`config.mk`:
```
export PLATFORM = sky130hd
export DESIGN_NAME = core_ctrl_flat
export DESIGN_NICKNAME = d
export VERILOG_FILES = /design/src/source/tiny_core_pkg.sv /design/src/source/mem_port_if.sv /design/src/source/reg_file.sv /design/src/source/insn_decode.sv /design/src/source/exec_unit.sv /design/src/source/core_ctrl.sv /design/src/flat_wrapper.sv
export SDC_FILE = /design/constraint.sdc
export NUM_CORES = 2
export LEC_CHECK = 0
export BUFFER_PORTS_ARGS = -buffer_cell sky130_fd_sc_hd__buf_2
export CAP_MARGIN = 20
export CORE_ASPECT_RATIO = 1.4
export CORE_MARGIN = 2
export CORE_UTILIZATION = 55
export DETAILED_ROUTE_END_ITERATION = 8
export PLACE_DENSITY = 0.7
export SYNTH_ARGS = -nofsm -noshare
export SYNTH_HDL_FRONTEND = slang
export SYNTH_HIERARCHICAL = 1
export SYNTH_SLANG_ARGS = --single-unit
export TNS_END_PERCENT = 50
```
`constraint.sdc`:
```
create_clock -name clk -period 20.9 [get_ports clk]
set_input_delay 4.18 -clock clk [delete_from_list [all_inputs] [get_ports clk]]
set_output_delay 4.18 -clock clk [all_outputs]
set_load 0.02 [all_outputs]
```
`src/source/tiny_core_pkg.sv`:
```
package tiny_core_pkg;

    localparam int DATA_W = 32;   // Machine word

    typedef logic [3:0] reg_idx_t;
    typedef logic signed [11:0] imm_t;

    // Codes 4, 14 and 15 are reserved and give zero before the addend
    typedef enum logic [3:0] {
        OP_OR   = 4'd0,
        OP_AND  = 4'd1,
        OP_ADD  = 4'd2,
        OP_MUL  = 4'd3,
        OP_SHL  = 4'd5,
        OP_LT   = 4'd6,
        OP_EQ   = 4'd7,
        OP_GT   = 4'd8,
        OP_NAND = 4'd9,
        OP_XOR  = 4'd10,
        OP_SUB  = 4'd11,
        OP_XNOR = 4'd12,
        OP_SHR  = 4'd13
    } opcode_e;

    // Bit 1 set means a memory write, bit 0 picks which side is dereferenced
    typedef enum logic [1:0] {
        REG_FROM_RHS = 2'd0,   // Z <- rhs
        REG_FROM_MEM = 2'd1,   // Z <- [rhs]
        MEM_AT_Z     = 2'd2,   // [Z] <- rhs
        MEM_AT_RHS   = 2'd3    // [rhs] <- Z
    } deref_e;

    typedef struct packed {
        reg_idx_t z;
        reg_idx_t x;
        reg_idx_t y;
        imm_t     imm;
        opcode_e  op;
        deref_e   deref;
        logic     op_type;   // 1 swaps Y and immediate
        logic     valid;
        logic     illegal;
    } decoded_t;

endpackage

```
`src/source/mem_port_if.sv`:
```
interface mem_port_if import tiny_core_pkg::*; #(
    parameter int ADDR_W = 8
);

    logic              req;      // Held until gnt
    logic              we;
    logic [ADDR_W-1:0] addr;
    logic [DATA_W-1:0] wdata;
    logic              gnt;      // Same cycle as req when this port wins
    logic [DATA_W-1:0] rdata;
    logic              rvalid;   // One cycle after a read grant

    modport requester (
        output req, we, addr, wdata,
        input  gnt, rdata, rvalid
    );

    modport arbiter (
        input  req, we, addr, wdata,
        output gnt, rdata, rvalid
    );

endinterface

```
`src/source/reg_file.sv`:
```
module reg_file import tiny_core_pkg::*; #(
    parameter logic [DATA_W-1:0] RESET_VECTOR = '0
) (
    input  logic              clk,
    input  logic              reset_n,
    input  reg_idx_t          i_x_idx,
    input  reg_idx_t          i_y_idx,
    input  reg_idx_t          i_z_idx,
    input  logic              i_z_we,
    input  logic [DATA_W-1:0] i_z_wdata,
    input  logic              i_pc_we,
    input  logic [DATA_W-1:0] i_pc_next,
    output logic [DATA_W-1:0] o_x_val,
    output logic [DATA_W-1:0] o_y_val,
    output logic [DATA_W-1:0] o_z_val,
    output logic [DATA_W-1:0] o_pc
);

    // Entry 15 is the program counter, entry 0 stays zero
    logic [DATA_W-1:0] regs [16];

    assign o_pc    = regs[15];
    assign o_x_val = regs[i_x_idx];
    assign o_y_val = regs[i_y_idx];
    assign o_z_val = regs[i_z_idx];

    always_ff @(posedge clk) begin
        if (reset_n) begin
            for (int i = 0; i < 15; i++) begin
                regs[i] <= '0;
            end
            regs[15] <= RESET_VECTOR;
        end else begin
            if (i_pc_we) begin
                regs[15] <= i_pc_next;
            end
            // Later assignment wins, so a jump overrides the increment
            if (i_z_we && i_z_idx != '0) begin
                regs[i_z_idx] <= i_z_wdata;
            end
        end
    end

    // Reads of index 0 rely on the stored zero never changing
    a_r0_stays_zero: assert property (@(posedge clk) disable iff (reset_n)
        (i_z_we && i_z_idx == '0) |=> regs[0] == '0);

endmodule

```
`src/source/insn_decode.sv`:
```
module insn_decode import tiny_core_pkg::*; (
    input  logic [DATA_W-1:0] i_insn,
    output decoded_t          o_dec
);

    // Layout:
    //   31     clear for a normal instruction
    //   30     operand type
    //   29:28  deref mode
    //   27:24  Z, 23:20 X, 19:16 Y
    //   15:12  opcode
    //   11:0   signed immediate
    // Top nibble 1111 is illegal, any other word with bit 31 set is a no-op

    logic [3:0] top_nibble;

    assign top_nibble = i_insn[31:28];

    always_comb begin
        o_dec = '0;   // Fields stay zero unless valid
        if (!i_insn[31]) begin
            o_dec.op_type = i_insn[30];
            o_dec.deref   = deref_e'(i_insn[29:28]);
            o_dec.z       = i_insn[27:24];
            o_dec.x       = i_insn[23:20];
            o_dec.y       = i_insn[19:16];
            o_dec.op      = opcode_e'(i_insn[15:12]);
            o_dec.imm     = i_insn[11:0];
            o_dec.valid   = 1'b1;
        end else if (top_nibble == 4'b1111) begin
            o_dec.illegal = 1'b1;   // Core halts on this one
        end
    end

endmodule

```
`src/source/exec_unit.sv`:
```
module exec_unit import tiny_core_pkg::*; (
    input  decoded_t          i_dec,
    input  logic [DATA_W-1:0] i_x_val,
    input  logic [DATA_W-1:0] i_y_val,
    output logic [DATA_W-1:0] o_rhs
);

    localparam int IMM_W = $bits(imm_t);

    logic [DATA_W-1:0] imm_ext;
    logic [DATA_W-1:0] operand;
    logic [DATA_W-1:0] addend;
    logic [DATA_W-1:0] result;
    logic              cmp_hit;

    assign imm_ext = {{(DATA_W-IMM_W){i_dec.imm[IMM_W-1]}}, i_dec.imm};

    // Type 0 is X op Y + I, type 1 is X op I + Y
    assign operand = i_dec.op_type ? imm_ext : i_y_val;
    assign addend  = i_dec.op_type ? i_y_val : imm_ext;

    // Compares are signed
    always_comb begin
        case (i_dec.op)
            OP_LT:   cmp_hit = $signed(i_x_val) < $signed(operand);
            OP_EQ:   cmp_hit = i_x_val == operand;
            OP_GT:   cmp_hit = $signed(i_x_val) > $signed(operand);
            default: cmp_hit = 1'b0;
        endcase
    end

    always_comb begin
        case (i_dec.op)
            OP_OR:   result = i_x_val | operand;
            OP_AND:  result = i_x_val & operand;
            OP_ADD:  result = i_x_val + operand;
            OP_MUL:  result = i_x_val * operand;   // Low word only
            OP_SHL:  result = i_x_val << operand;
            OP_LT,
            OP_EQ,
            OP_GT:   result = {DATA_W{cmp_hit}};   // All ones when true
            OP_NAND: result = ~(i_x_val & operand);
            OP_XOR:  result = i_x_val ^ operand;
            OP_SUB:  result = i_x_val - operand;
            OP_XNOR: result = i_x_val ^ ~operand;
            OP_SHR:  result = i_x_val >> operand;  // Logical
            default: result = '0;                  // Reserved codes
        endcase
    end

    assign o_rhs = result + addend;

endmodule

```
`src/source/core_ctrl.sv`:
```
module core_ctrl import tiny_core_pkg::*; #(
    parameter int                ADDR_W       = 8,
    parameter logic [DATA_W-1:0] RESET_VECTOR = '0
) (
    input  logic              clk,
    input  logic              reset_n,
    input  logic              i_run,
    mem_port_if.requester     fetch,
    mem_port_if.requester     data,
    output logic              o_halt,
    output logic [DATA_W-1:0] o_pc
);

    typedef enum logic [2:0] {
        S_FETCH,
        S_EXEC,   // Instruction word arrives here with rvalid
        S_MEM,
        S_LOAD,
        S_WB,
        S_HALT
    } state_e;

    state_e            state;
    logic              halt_q;
    logic [DATA_W-1:0] insn_q;
    logic [DATA_W-1:0] rhs_q;
    logic [DATA_W-1:0] load_q;

    logic [DATA_W-1:0] insn;
    decoded_t          dec;
    logic [DATA_W-1:0] x_val, y_val, z_val;
    logic [DATA_W-1:0] rhs;
    logic [DATA_W-1:0] pc;
    logic              mem_op;
    logic              reg_we;
    logic              pc_we;

    // Decode straight from the bus while the word is arriving
    assign insn = (state == S_EXEC && fetch.rvalid) ? fetch.rdata : insn_q;

    assign mem_op = dec.valid && dec.deref != REG_FROM_RHS;
    assign reg_we = (state == S_WB) && dec.valid && !dec.deref[1];
    assign pc_we  = (state == S_WB) && !dec.illegal;   // PC stays on the illegal word

    assign fetch.req   = (state == S_FETCH) && i_run;
    assign fetch.we    = 1'b0;
    assign fetch.addr  = pc[ADDR_W-1:0];
    assign fetch.wdata = '0;

    assign data.req   = (state == S_MEM);
    assign data.we    = (state == S_MEM) && dec.deref[1];
    assign data.addr  = (dec.deref == MEM_AT_Z) ? z_val[ADDR_W-1:0] : rhs_q[ADDR_W-1:0];
    assign data.wdata = (dec.deref == MEM_AT_Z) ? rhs_q : z_val;

    assign o_halt = halt_q;
    assign o_pc   = pc;

    always_ff @(posedge clk) begin
        if (reset_n) begin
            state  <= S_FETCH;
            halt_q <= 1'b0;
        end else begin
            case (state)
                S_FETCH: if (fetch.gnt) state <= S_EXEC;
                S_EXEC: begin
                    if (dec.illegal) begin
                        halt_q <= 1'b1;   // Visible during its writeback
                    end
                    state <= mem_op ? S_MEM : S_WB;
                end
                S_MEM: if (data.gnt) state <= data.we ? S_WB : S_LOAD;
                S_LOAD: if (data.rvalid) state <= S_WB;
                S_WB: state <= halt_q ? S_HALT : S_FETCH;
                default: state <= S_HALT;   // Only reset leaves
            endcase
        end
    end

    always_ff @(posedge clk) begin
        if (state == S_EXEC && fetch.rvalid) begin
            insn_q <= fetch.rdata;
        end
        if (state == S_EXEC) begin
            rhs_q <= rhs;
        end
        if (state == S_LOAD && data.rvalid) begin
            load_q <= data.rdata;
        end
    end

    insn_decode u_insn_decode (
        .i_insn (insn),
        .o_dec  (dec)
    );

    exec_unit u_exec_unit (
        .i_dec   (dec),
        .i_x_val (x_val),
        .i_y_val (y_val),
        .o_rhs   (rhs)
    );

    // Z = 15 with a register write is a jump
    reg_file #(
        .RESET_VECTOR (RESET_VECTOR)
    ) u_reg_file (
        .clk       (clk),
        .reset_n   (reset_n),
        .i_x_idx   (dec.x),
        .i_y_idx   (dec.y),
        .i_z_idx   (dec.z),
        .i_z_we    (reg_we),
        .i_z_wdata (dec.deref == REG_FROM_MEM ? load_q : rhs_q),
        .i_pc_we   (pc_we),
        .i_pc_next (pc + DATA_W'(1)),
        .o_x_val   (x_val),
        .o_y_val   (y_val),
        .o_z_val   (z_val),
        .o_pc      (pc)
    );

    a_single_core_req: assert property (@(posedge clk) disable iff (reset_n)
        !(fetch.req && data.req));

endmodule

```
`src/flat_wrapper.sv`:
```
// flat-port wrapper written by rule: the top's interface ports become plain ports
module core_ctrl_flat import tiny_core_pkg::*;
#(
    parameter int                ADDR_W       = 8,
    parameter logic [DATA_W-1:0] RESET_VECTOR = '0
)
  (clk, reset_n, i_run, o_halt, o_pc, fetch_req, fetch_we, fetch_addr, fetch_wdata, fetch_gnt, fetch_rdata, fetch_rvalid, data_req, data_we, data_addr, data_wdata, data_gnt, data_rdata, data_rvalid);
  mem_port_if #(.ADDR_W(ADDR_W)) fetch_i ();
  mem_port_if #(.ADDR_W(ADDR_W)) data_i ();
  input  logic clk;
  input  logic reset_n;
  input  logic i_run;
  output logic o_halt;
  output logic [DATA_W-1:0] o_pc;
  output wire logic [$bits(fetch_i.req)-1:0] fetch_req;
  output wire logic [$bits(fetch_i.we)-1:0] fetch_we;
  output wire logic [$bits(fetch_i.addr)-1:0] fetch_addr;
  output wire logic [$bits(fetch_i.wdata)-1:0] fetch_wdata;
  input wire logic [$bits(fetch_i.gnt)-1:0] fetch_gnt;
  input wire logic [$bits(fetch_i.rdata)-1:0] fetch_rdata;
  input wire logic [$bits(fetch_i.rvalid)-1:0] fetch_rvalid;
  output wire logic [$bits(data_i.req)-1:0] data_req;
  output wire logic [$bits(data_i.we)-1:0] data_we;
  output wire logic [$bits(data_i.addr)-1:0] data_addr;
  output wire logic [$bits(data_i.wdata)-1:0] data_wdata;
  input wire logic [$bits(data_i.gnt)-1:0] data_gnt;
  input wire logic [$bits(data_i.rdata)-1:0] data_rdata;
  input wire logic [$bits(data_i.rvalid)-1:0] data_rvalid;
  assign fetch_req = fetch_i.req;
  assign fetch_we = fetch_i.we;
  assign fetch_addr = fetch_i.addr;
  assign fetch_wdata = fetch_i.wdata;
  assign fetch_i.gnt = fetch_gnt;
  assign fetch_i.rdata = fetch_rdata;
  assign fetch_i.rvalid = fetch_rvalid;
  assign data_req = data_i.req;
  assign data_we = data_i.we;
  assign data_addr = data_i.addr;
  assign data_wdata = data_i.wdata;
  assign data_i.gnt = data_gnt;
  assign data_i.rdata = data_rdata;
  assign data_i.rvalid = data_rvalid;
  core_ctrl #(.ADDR_W(ADDR_W), .RESET_VECTOR(RESET_VECTOR)) u_core (.clk(clk), .reset_n(reset_n), .i_run(i_run), .fetch(fetch_i), .data(data_i), .o_halt(o_halt), .o_pc(o_pc));
endmodule
```
== Word level (Yosys, flattened, before mapping) ==
Memory sizes are Yosys's and may differ from the RTL's.
Index checks and enable logic that the tools add are counted.
W data, S select, Z words.
Word-level totals
  output and inout bits: 117
  RAM bits: 512
  bits of input ports: 71
  register bits after elaboration: 100
  memories kept: 1
  logic and storage cells: 98
Memories
  u_core.u_reg_file.regs: depth 16, bits a word 32, read ports 4, clocked after memory_dff 0, write ports 16, line reg_file.sv:20  | logic [DATA_W-1:0] regs [16];
Cells by class
  reduce and logical (&&, ||, !) cells: 19
  add/subtract/negate cells: 4
  magnitude comparators: 2
  multipliers: 1
  bitwise gates (word level): 10
  shifts and indexed selects: 2
  muxes and demuxes: 30
  equality and inequality tests: 24
Operators by type and width (number)
  $pmux W32 S11: 1
  $mux W32: 8
  $add A32 B32 Y32: 2
  $not A32 Y32: 2
  $xor A32 B32 Y32: 2
  $add A32 B1 Y32 const B: 1
  $and A32 B32 Y32: 1
  $eq A32 B32 Y1: 1
  $gt A32 B32 Y1: 1
  $lt A32 B32 Y1: 1
  $mul A32 B32 Y32: 1
  $or A32 B32 Y32: 1
  $reduce_or A32 Y1: 1
  $shl A32 B32 Y32: 1
  $shr A32 B32 Y32: 1
  $sub A32 B32 Y32: 1
  $eq A4 B4 Y1 const B: 7
  $mux W3: 6
  $pmux W3 S5: 1
  $eq A4 B3 Y1 const B: 3
  $mux W1: 11
  $logic_and A1 B1 Y1: 9
  $eq A4 B2 Y1 const B: 2
  $mux W8: 1
  22 further kinds: 26

== Longest topological paths before layout ==
  depth after elaboration: 13
  depth in mapped cells: 53

== Hierarchy ==
The synthesis kept the hierarchy.
By module, submodules not included
  reg_file: times used 1, cells each 2039, area each 30251.5 sq um
  exec_unit: times used 1, cells each 3412, area each 25841.0 sq um
  core_ctrl: times used 1, cells each 384, area each 5066.1 sq um
  insn_decode: times used 1, cells each 36, area each 225.2 sq um

== Worst setup path after synthesis ==
OpenSTA, ideal clock, no wires.
  kind: input -> register
  from: input port fetch_rvalid
  to: register u_core.rhs_q[31], data pin
  arrival time: 15.683 ns
  buffers on the path: 8
  stages: 47
  required time: 20.640 ns
  path slack: 4.957 ns
  library setup time: 0.260 ns
  cell sequence: and3_1 > buf_2 > mux2_2 > buf_2 > nor2b_1 > clkbuf_1 > buf_2 > mux4_2 > a22oi_1 > nand2_1 > mux2i_1 > clkbuf_1 > clkbuf_1 > buf_1 > buf_1 > nor2_1 > fa_1 > inv_1 > [... 11 more ...] > a21o_1 > a21o_1 > a21o_1 > a31oi_1 > o21ai_0 > a21oi_1 > o21bai_1 > or2_2 > a31o_2 > ha_1 > and3_1 > nand2_1 > nand3b_1 > a21oi_1 > o21ai_0 > a21oi_1 > xnor2_1 > xnor2_1
RTL lines
  start, declared: line flat_wrapper.sv:21  | input wire logic [$bits(fetch_i.rvalid)-1:0] fetch_rvalid;
  end signal, assigned: line core_ctrl.sv:84  | rhs_q <= rhs;
  end, declared: line core_ctrl.sv:26  | logic [DATA_W-1:0] rhs_q;

==> impl_metrics.tcl <==
set metrics [dict create \
    route.met3.wl_um 27100 \
    rsz0062_at_grt "false" \
    clock_tree.htree_level_count 2 \
    start_kind "primary input" \
    placedInstanceArea_um2 63500 \
    detailed_route_wl_um 253000 \
    synth_enable_flop_cells 576 \
    io-pin-count 188 \
    worstSetupEndpointType "flip-flop" \
    ant_nets 0 \
    post_synth_instance_area_um2 61400 \
    ys_seq_area_frac 0.294 \
    num-nets-final 6500 \
    setup_viol_count_final 0 \
    critical_path.slowest_cell "sky130_fd_sc_hd__a31oi_1" \
    crit_path_category "primary input to flip-flop" \
    critPathMaxFanout 34 \
    max_clock_freq_mhz 57.2 \
    most-common-layout-cells "sky130_fd_sc_hd__nand2_1, sky130_fd_sc_hd__edfxtp_1, sky130_fd_sc_hd__inv_1" \
    place_congestion 1.05 \
    number_of_sinks_driven_by_the_clock_tree 612 \
    cts-hold-fix-buffers 0 \
    wl_met1_um 78700 \
    clk_pin_slew_ns 0.07 \
    cell_taking_the_most_area_after_synthesis "sky130_fd_sc_hd__edfxtp_1" \
    remaining_drc_errors 0 \
    dp_worst_setup_slack_ns 3.08 \
    mostFrequentLayoutCell "sky130_fd_sc_hd__nand2_1" \
    synth-async-reset-ratio 0 \
    multi_input_area_um2 39600 \
    drt_iter0_markers 6449 \
    final-max-slew-violation-count 0 \
    yosys_register_bits 612 \
    drtPass1Iterations 8 \
    min-delay-path-class "flip-flop to flip-flop" \
    crit_path_max_incr_delay_ns 1.03 \
    cpLargestDelayFamily "adder cells" \
    filler_cell_count 9360 \
    avgSynthCellArea_um2 10.5 \
    io_buffer_count 154 \
    final-hold-violation-count 0 \
    worst_skew_pair.late_latency_ns 0.63 \
    cp_data_arrival_time_ns 17.87 \
    timing.clock.skew_ns 0.0170 \
    yosys.cell_types.count 96 \
    placementRows 145 \
    post_cts_setup_driven_buffer_insertion_count 0 \
    clock_tree.buffer_depth 3 \
    setup_tns_ns 0 \
    met2_length_um 120000 \
    synth.area.top_cells "sky130_fd_sc_hd__edfxtp_1, sky130_fd_sc_hd__mux4_2, sky130_fd_sc_hd__fa_1" \
    final.setup.worst_slack_ns 3.41 \
    die_area_um2 114000 \
    avgViaCountPerCell 7.08 \
    initial_utilization 0.552 \
    dp_hpwl_um 178000 \
    core_um2 111000 \
    fp.dieW_um 286 \
    vias 51600 \
    critical_path_buf_inv_count 7 \
    number_of_antenna_violations_at_the_first_check_in_global_routing 22 \
    number_of_cts_inserted_buffers 53 \
    layout-drive-gt1-share 0.175 \
    post_drt_wl_per_cell_um 34.7 \
    postSynth.topFlopCell "sky130_fd_sc_hd__edfxtp_1" \
    register_area_um2 18000 \
    global_route_wire_length_before_repair_um 363000 \
    die_h_um 399 \
    maximum_number_of_pins_on_one_net_before_global_route_repair 129 \
    synthesis.instances 5871 \
    run_status "complete, no violations" \
    max_slew.worst_pin.slew_ns 1.28 \
    max_slew_margin 0.137 \
    cts_repair_resize_count 0 \
    cell_area_after_layout_um2 65400 \
    post-synth-top-area-fraction 0.282 \
    syn2layout_area_growth_pct 6.58 \
    globalRouteOverflowTotal 0 \
    synth-warning-count 6 \
    tritoncts "built" \
    min_period_ns 17.49 \
    number_of_global_route_vias_before_repair 53000 \
    timing.final.crit_share 0.837 \
    highest_layer "met5" \
    grt_use_total 0.444 \
    root_buffer "sky130_fd_sc_hd__clkbuf_16" \
    cp_common_cell "sky130_fd_sc_hd__fa_1" \
    drv_cap 0 \
    worst-endpoint-required_ns 21.28 \
]
cell families after synthesis:
kind of cell               after synthesis  share of synthesized area
buffers and inverters                 1092                     0.0732
adders and majority gates              662                      0.185
muxes                                  677                      0.191
DFF                                    612                      0.294
and+or+nand+nor                       1770                      0.133
other                                    2                   0.000122
xor gates and xnor gates               181                     0.0263
AOI/OAI and AO/OA                      875                     0.0973
stage by stage:
stage	cells	hold WS [ns]	utilization
after floorplan	5934	0.425	-
after global placement	7173	0.440	0.570
after detailed placement	7176	0.443	0.571
after CTS	7275	0.461	0.587
after global routing	7287	0.482	0.588
final	7291	0.458	0.588
synth_stat cells, types with 8 or more instances:
library cell	instances
sky130_fd_sc_hd__o2111ai_1	9
sky130_fd_sc_hd__dfxtp_1	36
sky130_fd_sc_hd__mux2_1	8
sky130_fd_sc_hd__o211ai_1	39
sky130_fd_sc_hd__a21oi_1	149
sky130_fd_sc_hd__a2111oi_0	16
sky130_fd_sc_hd__a22oi_1	204
sky130_fd_sc_hd__o22ai_1	21
sky130_fd_sc_hd__a221oi_1	14
sky130_fd_sc_hd__mux2_2	118
sky130_fd_sc_hd__nand3_1	45
sky130_fd_sc_hd__nor4_1	119
sky130_fd_sc_hd__o21ai_0	177
sky130_fd_sc_hd__nand2_1	591
sky130_fd_sc_hd__a211oi_1	23
sky130_fd_sc_hd__inv_2	19
sky130_fd_sc_hd__o21bai_1	24
sky130_fd_sc_hd__o31ai_1	17
sky130_fd_sc_hd__and3_1	15
sky130_fd_sc_hd__o21a_1	18
sky130_fd_sc_hd__nor2_1	438
sky130_fd_sc_hd__a221o_1	11
sky130_fd_sc_hd__fa_1	411
sky130_fd_sc_hd__nor2b_1	52
sky130_fd_sc_hd__edfxtp_1	576
sky130_fd_sc_hd__a31oi_1	20
sky130_fd_sc_hd__nand2b_1	28
sky130_fd_sc_hd__nand4_1	30
sky130_fd_sc_hd__mux4_2	384
sky130_fd_sc_hd__buf_4	58
sky130_fd_sc_hd__mux2i_1	166
sky130_fd_sc_hd__buf_2	89
sky130_fd_sc_hd__o221ai_1	28
sky130_fd_sc_hd__a21o_1	35
sky130_fd_sc_hd__xor2_1	28
sky130_fd_sc_hd__buf_1	55
sky130_fd_sc_hd__o311ai_0	9
sky130_fd_sc_hd__nor3_1	301
sky130_fd_sc_hd__clkbuf_1	319
sky130_fd_sc_hd__inv_1	535
sky130_fd_sc_hd__xnor2_1	150
sky130_fd_sc_hd__and2_1	107
sky130_fd_sc_hd__ha_1	251
path summary, 6_finish.rpt:
path / endpoint / cells past startpoint / slack, ns / startpoint
max reg2reg: u_core/rhs_q[31] / 43 / 6.25 / u_core/state[0]
min: u_core/insn_q[19] / 1 / 0.46 / u_core/insn_q[19]
min reg2reg: u_core/insn_q[19] / 1 / 0.46 / u_core/insn_q[19]
max: u_core/rhs_q[31] / 43 / 3.41 / fetch_rvalid
cell type report:
| class | count | share of cell area |
|---|---|---|
| diodes | 10 | 0.000382 |
| clock buffers | 60 | 0.0213 |
| clock inverters | 39 | 0.00710 |
| inverters | 562 | 0.0323 |
| multi-input cells | 4230 | 0.605 |
| flip-flops and latches | 612 | 0.275 |
| well taps | 1470 | 0.0281 |
| repair buffers | 308 | 0.0306 |
registers in the layout, indices dropped and copies added (netlist names):
signal,flops
u_core/insn_q,32
u_core/rhs_q,32
u_core/state,3
u_core/u_reg_file/regs,512
u_core/o_halt,1
u_core/load_q,32
routing by layer:
layer  vias up  track usage
met5         -            0
met4        24        0.386
met3      1332        0.108
met2      3903        0.724
met1     25600        0.485
li1      20800            -
Power is not shown: default switching activity piles up to over one toggle a cycle in this logic, so the estimate is an artifact.
