==> src/source/tiny_core_pkg.sv <==
package tiny_core_pkg;

    localparam int DATA_W = 32;   // Machine word

    typedef logic [3:0] reg_idx_t;
    typedef logic signed [11:0] imm_t;

    // Codes 4, 14 and 15 are reserved and give zero before the addend
    typedef enum logic [3:0] {
        OP_OR   = 4'd0,
        OP_AND  = 4'd1,
        OP_ADD  = 4'd2,
        OP_MUL  = 4'd3,
        OP_SHL  = 4'd5,
        OP_LT   = 4'd6,
        OP_EQ   = 4'd7,
        OP_GT   = 4'd8,
        OP_NAND = 4'd9,
        OP_XOR  = 4'd10,
        OP_SUB  = 4'd11,
        OP_XNOR = 4'd12,
        OP_SHR  = 4'd13
    } opcode_e;

    // Bit 1 set means a memory write, bit 0 picks which side is dereferenced
    typedef enum logic [1:0] {
        REG_FROM_RHS = 2'd0,   // Z <- rhs
        REG_FROM_MEM = 2'd1,   // Z <- [rhs]
        MEM_AT_Z     = 2'd2,   // [Z] <- rhs
        MEM_AT_RHS   = 2'd3    // [rhs] <- Z
    } deref_e;

    typedef struct packed {
        reg_idx_t z;
        reg_idx_t x;
        reg_idx_t y;
        imm_t     imm;
        opcode_e  op;
        deref_e   deref;
        logic     op_type;   // 1 swaps Y and immediate
        logic     valid;
        logic     illegal;
    } decoded_t;

endpackage

==> src/source/mem_port_if.sv <==
interface mem_port_if import tiny_core_pkg::*; #(
    parameter int ADDR_W = 8
);

    logic              req;      // Held until gnt
    logic              we;
    logic [ADDR_W-1:0] addr;
    logic [DATA_W-1:0] wdata;
    logic              gnt;      // Same cycle as req when this port wins
    logic [DATA_W-1:0] rdata;
    logic              rvalid;   // One cycle after a read grant

    modport requester (
        output req, we, addr, wdata,
        input  gnt, rdata, rvalid
    );

    modport arbiter (
        input  req, we, addr, wdata,
        output gnt, rdata, rvalid
    );

endinterface

==> src/source/mem_arbiter.sv <==
module mem_arbiter import tiny_core_pkg::*; #(
    parameter int ADDR_W = 8
) (
    input  logic              clk,
    input  logic              reset_n,
    mem_port_if.arbiter       data,
    mem_port_if.arbiter       fetch,
    mem_port_if.arbiter       host,
    output logic              o_mem_en,
    output logic              o_mem_we,
    output logic [ADDR_W-1:0] o_mem_addr,
    output logic [DATA_W-1:0] o_mem_wdata,
    input  logic [DATA_W-1:0] i_mem_rdata
);

    logic [2:0] gnt_vec;      // {host, fetch, data}
    logic [2:0] rd_owner_q;   // Who gets next cycle's read data

    // Data first, then fetch, host last
    assign data.gnt  = data.req;
    assign fetch.gnt = fetch.req && !data.req;
    assign host.gnt  = host.req && !data.req && !fetch.req;

    assign gnt_vec  = {host.gnt, fetch.gnt, data.gnt};
    assign o_mem_en = |gnt_vec;

    always_comb begin
        o_mem_we    = 1'b0;
        o_mem_addr  = '0;
        o_mem_wdata = '0;
        if (data.gnt) begin
            o_mem_we    = data.we;
            o_mem_addr  = data.addr;
            o_mem_wdata = data.wdata;
        end else if (fetch.gnt) begin
            o_mem_we    = fetch.we;
            o_mem_addr  = fetch.addr;
            o_mem_wdata = fetch.wdata;
        end else if (host.gnt) begin
            o_mem_we    = host.we;
            o_mem_addr  = host.addr;
            o_mem_wdata = host.wdata;
        end
    end

    always_ff @(posedge clk) begin
        if (reset_n) begin
            rd_owner_q <= '0;
        end else begin
            rd_owner_q <= gnt_vec & ~{host.we, fetch.we, data.we};   // Reads only
        end
    end

    // Data bus is shared, rvalid tells each port whether it is theirs
    assign data.rdata  = i_mem_rdata;
    assign fetch.rdata = i_mem_rdata;
    assign host.rdata  = i_mem_rdata;

    assign data.rvalid  = rd_owner_q[0];
    assign fetch.rvalid = rd_owner_q[1];
    assign host.rvalid  = rd_owner_q[2];

    a_gnt_onehot: assert property (@(posedge clk) disable iff (reset_n)
        $onehot0(gnt_vec));

endmodule

==> src/flat_wrapper.sv <==
// flat-port wrapper written by rule: the top's interface ports become plain ports
module mem_arbiter_flat import tiny_core_pkg::*;
#(
    parameter int ADDR_W = 8
)
  (clk, reset_n, o_mem_en, o_mem_we, o_mem_addr, o_mem_wdata, i_mem_rdata, data_req, data_we, data_addr, data_wdata, data_gnt, data_rdata, data_rvalid, fetch_req, fetch_we, fetch_addr, fetch_wdata, fetch_gnt, fetch_rdata, fetch_rvalid, host_req, host_we, host_addr, host_wdata, host_gnt, host_rdata, host_rvalid);
  mem_port_if #(.ADDR_W(ADDR_W)) data_i ();
  mem_port_if #(.ADDR_W(ADDR_W)) fetch_i ();
  mem_port_if #(.ADDR_W(ADDR_W)) host_i ();
  input  logic clk;
  input  logic reset_n;
  output logic o_mem_en;
  output logic o_mem_we;
  output logic [ADDR_W-1:0] o_mem_addr;
  output logic [DATA_W-1:0] o_mem_wdata;
  input  logic [DATA_W-1:0] i_mem_rdata;
  input wire logic [$bits(data_i.req)-1:0] data_req;
  input wire logic [$bits(data_i.we)-1:0] data_we;
  input wire logic [$bits(data_i.addr)-1:0] data_addr;
  input wire logic [$bits(data_i.wdata)-1:0] data_wdata;
  output wire logic [$bits(data_i.gnt)-1:0] data_gnt;
  output wire logic [$bits(data_i.rdata)-1:0] data_rdata;
  output wire logic [$bits(data_i.rvalid)-1:0] data_rvalid;
  input wire logic [$bits(fetch_i.req)-1:0] fetch_req;
  input wire logic [$bits(fetch_i.we)-1:0] fetch_we;
  input wire logic [$bits(fetch_i.addr)-1:0] fetch_addr;
  input wire logic [$bits(fetch_i.wdata)-1:0] fetch_wdata;
  output wire logic [$bits(fetch_i.gnt)-1:0] fetch_gnt;
  output wire logic [$bits(fetch_i.rdata)-1:0] fetch_rdata;
  output wire logic [$bits(fetch_i.rvalid)-1:0] fetch_rvalid;
  input wire logic [$bits(host_i.req)-1:0] host_req;
  input wire logic [$bits(host_i.we)-1:0] host_we;
  input wire logic [$bits(host_i.addr)-1:0] host_addr;
  input wire logic [$bits(host_i.wdata)-1:0] host_wdata;
  output wire logic [$bits(host_i.gnt)-1:0] host_gnt;
  output wire logic [$bits(host_i.rdata)-1:0] host_rdata;
  output wire logic [$bits(host_i.rvalid)-1:0] host_rvalid;
  assign data_i.req = data_req;
  assign data_i.we = data_we;
  assign data_i.addr = data_addr;
  assign data_i.wdata = data_wdata;
  assign data_gnt = data_i.gnt;
  assign data_rdata = data_i.rdata;
  assign data_rvalid = data_i.rvalid;
  assign fetch_i.req = fetch_req;
  assign fetch_i.we = fetch_we;
  assign fetch_i.addr = fetch_addr;
  assign fetch_i.wdata = fetch_wdata;
  assign fetch_gnt = fetch_i.gnt;
  assign fetch_rdata = fetch_i.rdata;
  assign fetch_rvalid = fetch_i.rvalid;
  assign host_i.req = host_req;
  assign host_i.we = host_we;
  assign host_i.addr = host_addr;
  assign host_i.wdata = host_wdata;
  assign host_gnt = host_i.gnt;
  assign host_rdata = host_i.rdata;
  assign host_rvalid = host_i.rvalid;
  mem_arbiter #(.ADDR_W(ADDR_W)) u_core (.clk(clk), .reset_n(reset_n), .data(data_i), .fetch(fetch_i), .host(host_i), .o_mem_en(o_mem_en), .o_mem_we(o_mem_we), .o_mem_addr(o_mem_addr), .o_mem_wdata(o_mem_wdata), .i_mem_rdata(i_mem_rdata));
endmodule
==> config.mk <==
export PLATFORM = sky130hd
export DESIGN_NAME = mem_arbiter_flat
export DESIGN_NICKNAME = d
export VERILOG_FILES = /design/src/source/tiny_core_pkg.sv /design/src/source/mem_port_if.sv /design/src/source/mem_arbiter.sv /design/src/flat_wrapper.sv
export SDC_FILE = /design/constraint.sdc
export NUM_CORES = 1
export LEC_CHECK = 0
export BUFFER_PORTS_ARGS = -buffer_cell sky130_fd_sc_hd__buf_2
export CORE_AREA = 8 8 113 115
export CTS_CLUSTER_DIAMETER = 40
export DETAILED_ROUTE_END_ITERATION = 7
export DIE_AREA = 0 0 121 123
export PLACE_DENSITY = 0.63
export SYNTH_ARGS = -nofsm -noshare
export SYNTH_HDL_FRONTEND = slang
export SYNTH_SLANG_ARGS = --single-unit
==> constraint.sdc <==
create_clock -name clk -period 0.8 [get_ports clk]
set_input_delay 0 -clock clk [delete_from_list [all_inputs] [get_ports clk]]
set_output_delay 0 -clock clk [all_outputs]
set_load 0.03 [all_outputs]
# [Yosys cells after proc, flatten, opt, wreduce, memory -nomap -nowiden]
# Cells that the tools add are included.
[totals] register_bits=3 inputBits=160
[op_classes] muxes=9 reduce_logical=6 bitwise_logic=2
[op_table] cell="32-bit 2-to-1 mux" count=3
[op_table] cell="8-bit 2-to-1 mux" count=3
[op_table] cell="3-bit bitwise AND" count=1
[op_table] cell="1-bit logical AND" count=3
[op_table] cell="1-bit 2-to-1 mux" count=3
[op_table] cell="3-bit NOT" count=1
[op_table] cell="3-bit OR reduction" count=1
[op_table] cell="1-bit zero test" count=2

# [Depth between registers and ports, before layout]
# Gate-level depths: netlist of run 1.
[logic_depth] depth_word=6 depth_mapped=4

# [Worst setup path after synthesis of run 1]
# No wires, ideal clock.
[synth_path] path_type="input port to output port" from="input port fetch_req" to="output port o_mem_we" t_arrival_ps=821 path_buffers=2 setup_slack_ps=-21 required_ps=800 stages=4 path_cell_list="buf_6 > buf_6 > a21oi_1 > a21oi_1"
[synth_via] elab_chain_cells=5 elab_cells_between_ends=6 classes_between="mux (3); reduce/logical (3)"
[synth_lines] element="start, declared" line="flat_wrapper.sv:24" source="input wire logic [$bits(fetch_i.req)-1:0] fetch_req;"
[synth_lines] element="1-bit zero test" line="mem_arbiter.sv:22" source="assign host.gnt = host.req && !data.req && !fetch.req;"
[synth_lines] element="1-bit logical AND" line="mem_arbiter.sv:22"
[synth_lines] element="1-bit 2-to-1 mux" line="mem_arbiter.sv:39" source="end else if (host.gnt) begin"
[synth_lines] element="1-bit 2-to-1 mux *" line="mem_arbiter.sv:35" source="end else if (fetch.gnt) begin"
[synth_lines] element="1-bit 2-to-1 mux *" line="mem_arbiter.sv:31" source="if (data.gnt) begin"
[synth_lines] element="end, declared" line="flat_wrapper.sv:13" source="output logic o_mem_we;"
# Every way passes the cells marked *; elsewhere a longest branch is shown, timed or not.

# [Final worst setup path of run 1]
[layout_path] from="input port fetch_req" to="output port o_mem_en"
[layout_via] elab_chain_cells=3 elab_cells_between_ends=4 classes_between="reduce/logical (4)"
[layout_lines] element="1-bit zero test" line="mem_arbiter.sv:22"
[layout_lines] element="1-bit logical AND" line="mem_arbiter.sv:22"
[layout_lines] element="3-bit OR reduction *" line="mem_arbiter.sv:25" source="assign o_mem_en = |gnt_vec;"
[layout_lines] element="end, declared" line="flat_wrapper.sv:12" source="output logic o_mem_en;"
# Marks and branches as above.

==> results of run 1 <==
routing by layer:
metal  vias to the layer above  track usage (%)  share of wire (%)  wire length (um)
li1                       1092                -                  -                 -
met1                      1102            9.697                 36              3516
met2                       121            19.24                 53              5138
met3                        35            2.740                7.5               721
met4                         0            3.981                2.8               266
met5                         -                0                  0                 0
cells by family (layout without fill, tap and decap cells):
family	count (synthesis)	in the layout	share of synthesized area, %
buf+inv	120	218	40.87
simple gates	88	88	27.75
flops	3	3	2.571
compound gates	82	82	28.82
layout make-up:
cell class	instances	area, um^2	share of cell area (%)
clock buffers	4	78.83	2.335
multi-input cells	170	1354	40.10
flip-flops and latches	3	60.06	1.779
well taps	143	178.9	5.300
repair buffers	214	1704	50.48
synthesized netlist by cell type:
library cell,count
buf_4,97
a21oi_2,70
nand3b_1,41
nor2b_1,31
a21oi_1,12
and2b_1,11
buf_2,7
buf_6,5
buf_8,4
clkbuf_1,4
buf_12,3
dfxtp_1,3
nor3b_2,2
nor2b_4,1
nor3b_4,1
or3_1,1
path summary, 6_finish.rpt:
kind                       startpoint        endpoint  slack (ps)
worst max-delay path        fetch_req        o_mem_en         -20
worst min-delay path  i_mem_rdata[28]  data_rdata[28]        0.02
where the power goes:
part / switching, W / total [W] / internal [W]
clock: 0.000144 / 0.000803 / 0.000658
sequential: 0.000000718 / 0.000156 / 0.000155
combinational: 0.00113 / 0.00223 / 0.00110
timing repair:
item | in CTS | in global routing
gates cloned | 4 | 8
setup endpoints to repair | 42 | 34
resized for setup | 73 | 23
buffers inserted | 1 | 2
hold buffers | 2 | 0
pin swaps | 3 | 1
endpoints found under the hold margin | 3 | 0
critical path, stage by stage:
cell and delay (ps):
buf_12 130, buf_16 150, or3_4 380, buf_6 150
stage by stage:
step	area (um^2)	setup slack, ps	TNS, ps	hold slack (ps)
2_1_floorplan	2340	12.49	0	68.75
4_1_cts	3119	-30.52	-92.76	0.3929
6_report	3376	-24.52	-25.37	0.01536
3_5_place_dp	2683	-136.5	-2340	0.3929
3_3_place_gp	2683	-99.25	-1458	0.3929
5_1_grt	3376	-39.43	-134.6	0.08944
==> results_dict.tcl, run 1 <==
set metrics [dict create \
    status "finished, violations left" \
    violations "negative setup slack" \
    max_freq_mhz 1213 \
    grt_max_degree 43 \
    worst_pin_slew_ps 205.0 \
    crit_arrival_ps 820 \
    dp.cells 513 \
    hold_viol_final 0 \
    power_density_nw_per_um2 944.7 \
    synth_top_area_share_pct 31.17 \
    post-route-util_pct 30.48 \
    slew_violations 0 \
    ant_nets 0 \
    final_cell_mix "buf_2, a21oi_2, nand3b_1, buf_6, nor2b_1" \
    yosys-top-cells-area "buf_4, a21oi_2, nand3b_1, nor2b_1, and2b_1" \
    fillers 1149 \
    gp_congestion 0.7289 \
    vias 2350 \
    layout_commonest_cell "buf_2" \
    die_w_um 121 \
    drt-initial-drc-count 51 \
    antenna_found_initial 0 \
    io_pins 304 \
    worstSetupPathType "input pin to output port" \
    die_area_um2 14880 \
    die_h_um 123 \
    root_buffer "clkbuf_16" \
    stdcell_count 534 \
    setup_viol 2 \
    num_rows 39 \
    synth_area_per_cell_um2 7.973 \
    start_kind "input pin" \
    largest_reg_flops 3 \
    cts.sinks 3 \
    synth_nets 453 \
    tritoncts "done" \
    grt_use_total_pct 9.901 \
    ctsHtreeMaxLevel 1 \
    grt_pass1_wl_mm 12.13 \
    wl_mm 9.642 \
    p_leak_nw 1.495 \
    antenna_cells 0 \
    drt-pass1-iter-count 4 \
    drc 0 \
    power_w 0.003189 \
    vias_per_cell 4.401 \
    grt_pass1_vias 2472 \
    critPathCaptureType "output port" \
    drv_cap 0 \
    postSynthCellCount 293 \
    cp_max_fo 13 \
    hold_path.class "input pin to output port" \
    place_hpwl_mm 6.122 \
    fin_crit_sh_pct 103.1 \
    wl_per_cell_um 18.06 \
    synth_cell_types 16 \
    core_area_um2 11080 \
    syn_to_final_growth_pct 44.51 \
    ir_drop_mv 0.5413 \
    holdPathStages 0 \
    cts_inserted_buffers 3 \
    slew_headroom_pct 86.30 \
    grt-ovfl-total 0 \
    setup_slack_ps -24.52 \
    final_layout_size_suffix_gt1_share_pct 74.68 \
    top_register "u_core.rd_owner_q" \
    cts_buffer_depth 2 \
    synth_top_area_cell "buf_4" \
    ys_ff_latch 3 \
    synth_seq_area_share_pct 2.571 \
    synth_warnings 0 \
    layout.nets 552 \
    grt_setup_unrepaired "true" \
    start_util_pct 21.09 \
    portBuffers 175 \
    syn_area_um2 2336 \
    period_needed_ps 824.5 \
    required_ps 800 \
    reg_top3 "u_core.rd_owner_q (3)" \
]
Note: power is estimated with default switching activity, not from simulation.
==> run 2: changes to the inputs <==
Settings changed: GPL_TIMING_DRIVEN from default to 0.
==> results_dict.tcl, run 2 (synthesized netlist as in run 1, its figures left out) <==
set metrics [dict create \
    status "finished clean" \
    root_buffer "clkbuf_16" \
    wl_mm 10.78 \
    start_kind "input pin" \
    num_rows 39 \
    grt_setup_unrepaired "true" \
    place_hpwl_mm 9.224 \
    slew_violations 0 \
    portBuffers 268 \
    drt-met1-wl_mm 3.674 \
    power_density_nw_per_um2 959.0 \
    antenna_found_initial 0 \
    hold_path.class "input pin to flop" \
    vias 2911 \
    p_leak_nw 2.132 \
    fillers 1157 \
    cts_inserted_buffers 3 \
    io_pins 304 \
    stdcell_area_um2 4123 \
    core_area_um2 11080 \
    vias_per_cell 4.083 \
    drc 0 \
    die_area_um2 14880 \
    reg_top3 "u_core.rd_owner_q (3)" \
    worst_pin_slew_ps 357.7 \
    route.met2.wl_mm 5.980 \
    syn_to_final_growth_pct 76.49 \
    setup_viol 0 \
    crit_arrival_ps 790 \
    startpoint "fetch_req" \
    ant_nets 0 \
    hold_viol_final 0 \
    final.setup.tns_ps 0 \
    grt_use_total_pct 12.57 \
    critPathCaptureType "output port" \
    drt-pass1-iter-count 4 \
    period_needed_ps 793.6 \
    gp_congestion 0.7887 \
    worstSetupPathType "input pin to output port" \
    grt_max_degree 11 \
    grt-ovfl-total 0 \
    ctsHtreeMaxLevel 1 \
    drt-initial-drc-count 61 \
    cts.sinks 3 \
    cp_max_fo 11 \
    tritoncts "done" \
    max_freq_mhz 1260 \
    register_area_um2 60.06 \
    drv_cap 0 \
    slew_headroom_pct 76.15 \
    wl_per_cell_um 15.12 \
    start_util_pct 21.09 \
    post-cts-setup-buffer-count 0 \
    final_layout_size_suffix_gt1_share_pct 82.07 \
    final_cell_mix "buf_2, buf_4, a21oi_2, nand3b_1, nor2b_1" \
    fin_crit_sh_pct 99.20 \
    layout.nets 730 \
    top_register "u_core.rd_owner_q" \
    grt_pass1_wl_mm 15.48 \
    maxUsedRoutingLayer "met4" \
    largest_reg_flops 3 \
    die_w_um 121 \
    clk_pin_slew_ps 30 \
    ir_drop_mv 0.6253 \
    cts_buffer_depth 2 \
    die_h_um 123 \
    wl_met3_mm 1.073 \
    layout_commonest_cell "buf_2" \
    grt_pass1_vias 3134 \
    required_ps 800 \
    dpl_cell_area_um2 3860 \
    hold_start "fetch_req" \
    multiInputGateArea_um2 1329 \
]
## run 2: through the flow
stage	power (W)	util (%)	hold WS [ps]	instances	setup slack [ps]
CTS	0.003907	36.04	195.6	711	-70.09
global placement	0.003031	34.85	195.7	704	-148.9
floorplan	0.002163	-	68.75	293	12.49
global route	0.004157	37.20	179.9	712	-22.78
detailed placement	0.003060	34.85	203.5	704	-144.9
finish	0.003954	37.22	155.0	713	6.370
## run 2: path summary, 6_finish.rpt
path	endpoint	depth (start not counted)	slack (ps)
max	o_mem_wdata[22]	5	6
min	u_core.rd_owner_q[2]	3	150
## run 2: routing by layer
metal  up-vias  GRT usage [%]
li1       1441              -
met1      1315          12.51
met2       149          25.63
met3         6          3.653
met4         0          1.483
met5         -              0
## run 2: cell type report
cell class                      instances  share of cell area [%]
Antenna cell                            1                 0.06070
Buffer                                120                   24.31
Clock buffer                            4                   1.912
Multi-Input combinational cell        170                   32.23
Sequential cell                         3                   1.457
Tap cell                              143                   4.340
Timing Repair Buffer                  272                   35.69
## run 2: worst max-delay path, stage by stage
cell and delay, ps:
buf_12 130, clkbuf_16 150, nand3b_1 170, a21oi_2 130, clkbuf_4 200
## run 2: timing repair
item                                   CTS  global route
hold buffers                             3             0
setup endpoints to repair               41            41
pin swaps                                0             1
endpoints found under the hold margin    3             0
gates resized for setup                 10            51
cloned                                   0             1
## run 2: report_power, final
part	switching, W	leakage (nW)	internal, W
Combinational	0.00170	2.07	0.00130
Sequential	0.000000911	0.0244	0.000155
Clock	0.000143	0.0382	0.000658
Total	0.00184	2.13	0.00211
==> run 3: changes to the inputs <==
--- a/config.mk
+++ b/config.mk
@@ -7,10 +7,10 @@
 export LEC_CHECK = 0
 export BUFFER_PORTS_ARGS = -buffer_cell sky130_fd_sc_hd__buf_2
-export CORE_AREA = 8 8 113 115
+export CORE_AREA = 2 2 117 119
 export CTS_CLUSTER_DIAMETER = 40
 export DETAILED_ROUTE_END_ITERATION = 7
-export DIE_AREA = 0 0 121 123
+export DIE_AREA = 0 0 119 121
 export GPL_TIMING_DRIVEN = 0
-export PLACE_DENSITY = 0.63
+export PLACE_DENSITY = 0.55
 export SYNTH_ARGS = -nofsm -noshare
 export SYNTH_HDL_FRONTEND = slang
==> constraint.sdc (replaced) <==
create_clock -name clk -period 0.8 [get_ports clk]
set_input_delay 0.12 -clock clk [delete_from_list [all_inputs] [get_ports clk]]
set_output_delay 0.12 -clock clk [all_outputs]
set_load 0.03 [all_outputs]
==> results_dict.tcl, run 3 (synthesized netlist as in run 1, its figures left out) <==
set metrics [dict create \
    status "finished, violations left" \
    violations "negative setup slack" \
    die_h_um 121 \
    layout.nets 741 \
    vias 3008 \
    grt_use_met2_pct 24.96 \
    slew_headroom_pct 83.63 \
    period_needed_ps 1000 \
    drv_cap 0 \
    wl_per_cell_um 13.69 \
    die_area_um2 14400 \
    num_rows 42 \
    vias_per_cell 3.979 \
    p_leak_nw 2.466 \
    timing.critical_path.depth 5 \
    antenna_found_initial 0 \
    worst_pin_slew_ps 245.5 \
    final.setup.tns_ps -5732 \
    cp.buffers_inverters 3 \
    ant_nets 0 \
    cp_max_fo 5 \
    power.share.combinational_pct 79.5 \
    dp.cells 737 \
    root_buffer "clkbuf_16" \
    cts.sinks 3 \
    crit_arrival_ps 880 \
    power_switching_w 0.002076 \
    busiest_layer "met2" \
    grt-ovfl-total 0 \
    drt-initial-drc-count 40 \
    grt_max_degree 11 \
    core_area_um2 13090 \
    worstSetupPathType "input pin to output port" \
    holdPathStages 2 \
    largest_reg_flops 3 \
    place_hpwl_mm 7.819 \
    crit_chain "buf_16 -> clkbuf_16 -> nand3b_1 -> a21oi_4 -> buf_6" \
    drc 0 \
    hold_path.class "input pin to flop" \
    ir_drop_mv 0.3665 \
    die_w_um 119 \
    syn_to_final_growth_pct 123.4 \
    power_density_nw_per_um2 892.9 \
    stdcell_count 756 \
    required_ps 680 \
    cpLargestDelayFamily "buffers and inverters" \
    switching_share_pct 44.54 \
    dpl_cell_area_um2 4260 \
    power_w 0.004660 \
    grt_pass1_vias 3023 \
    layout_commonest_cell "buf_2" \
    setup_viol 43 \
    grt_use_met3_pct 2.021 \
    crit_slowest_cell "nand3b_1" \
    antenna_cells 0 \
    cts_buffer_depth 2 \
    reg_top3 "u_core.rd_owner_q (3)" \
    ctsHtreeMaxLevel 1 \
    drt-pass1-iter-count 4 \
    max_freq_mhz 999.6 \
    grt_use_total_pct 11.94 \
    top_register "u_core.rd_owner_q" \
    power_frac_clock_pct 17.1 \
    cts_inserted_buffers 3 \
    start_util_pct 17.85 \
    fin_crit_sh_pct 125.1 \
    gp_congestion 0.7015 \
    p_seq_share_pct 3.4 \
    grt_pass1_wl_mm 14.19 \
    cts_hold_buf 0 \
    max_stage_delay_ps 200 \
    hold_viol_final 0 \
    setup_slack_ps -200.4 \
    clk_pin_slew_ps 30 \
    use_met1_pct 12.76 \
    final_cell_mix "buf_2, buf_4, a21oi_4, buf_6, nand3b_1" \
    start_kind "input pin" \
    io_pins 304 \
    grt_setup_unrepaired "true" \
    stdcell_area_um2 5219 \
    wl_mm 10.35 \
    final_layout_size_suffix_gt1_share_pct 85.86 \
    p_int_w 0.002584 \
    slew_violations 0 \
    critPathCaptureType "output port" \
    portBuffers 268 \
    tritoncts "done" \
]
==> run 3: changes by cell type in the layout (fill, tap and decap cells not counted), moves of 4 or more <==
cell / change
a21oi_1: -7
a21oi_2: -52
a21oi_4: +59
buf_16: +4
buf_2: -20
buf_4: -13
buf_6: +44
clkbuf_16: +9
clkbuf_4: -10
nor2b_1: -7
nor2b_2: +7
==> run 3: cell type report <==
class	instances	area, um^2
Buffer	120	1091
Timing Repair Buffer	283	1947
Sequential cell	3	61.31
Fill cell	1304	7866
Tap cell	176	220.2
Clock buffer	4	78.83
Multi-Input combinational cell	170	1821
==> run 3: path summary, 6_finish.rpt <==
path,endpoint,startpoint,slack (ps)
worst max-delay path,o_mem_wdata[23],fetch_req,-200
worst min-delay path,u_core.rd_owner_q[1],fetch_we,90
==> run 3: through the flow <==
stage	worst slack, ps	utilization, %	hold WS (ps)
after floorplan	-116.4	-	188.8
after global placement	-359.2	32.56	314.7
after detailed placement	-369.5	32.56	316.1
after CTS	-214.4	36.30	84.19
after global routing	-232.9	39.88	89.50
final	-200.4	39.88	87.34
==> run 3: what timing repair did <==
action | 4_1_cts | 5_1_grt
cloned | 1 | 10
setup endpoints to repair | 45 | 45
buffers inserted | 1 | 3
pin swaps | 6 | 32
resized for setup | 114 | 40
==> run 3: power by group through the flow <==
| stage | registers [W] | clock network, W | logic, W |
|---|---|---|---|
| global route | 0.000158 | 0.000823 | 0.00390 |
| CTS | 0.000157 | 0.000810 | 0.00346 |
| global placement | 0.000158 | 0 | 0.00308 |
| floorplan | 0.000167 | 0 | 0.00223 |
| detailed placement | 0.000158 | 0 | 0.00310 |
| finish | 0.000157 | 0.000797 | 0.00371 |
==> run 3: metal layers <==
| metal | vias up | wire length, um |
|---|---|---|
| li1 | 1470 | - |
| met1 | 1363 | 3845 |
| met2 | 175 | 5706 |
| met3 | 0 | 801 |
| met4 | 0 | 0 |
| met5 | - | 0 |
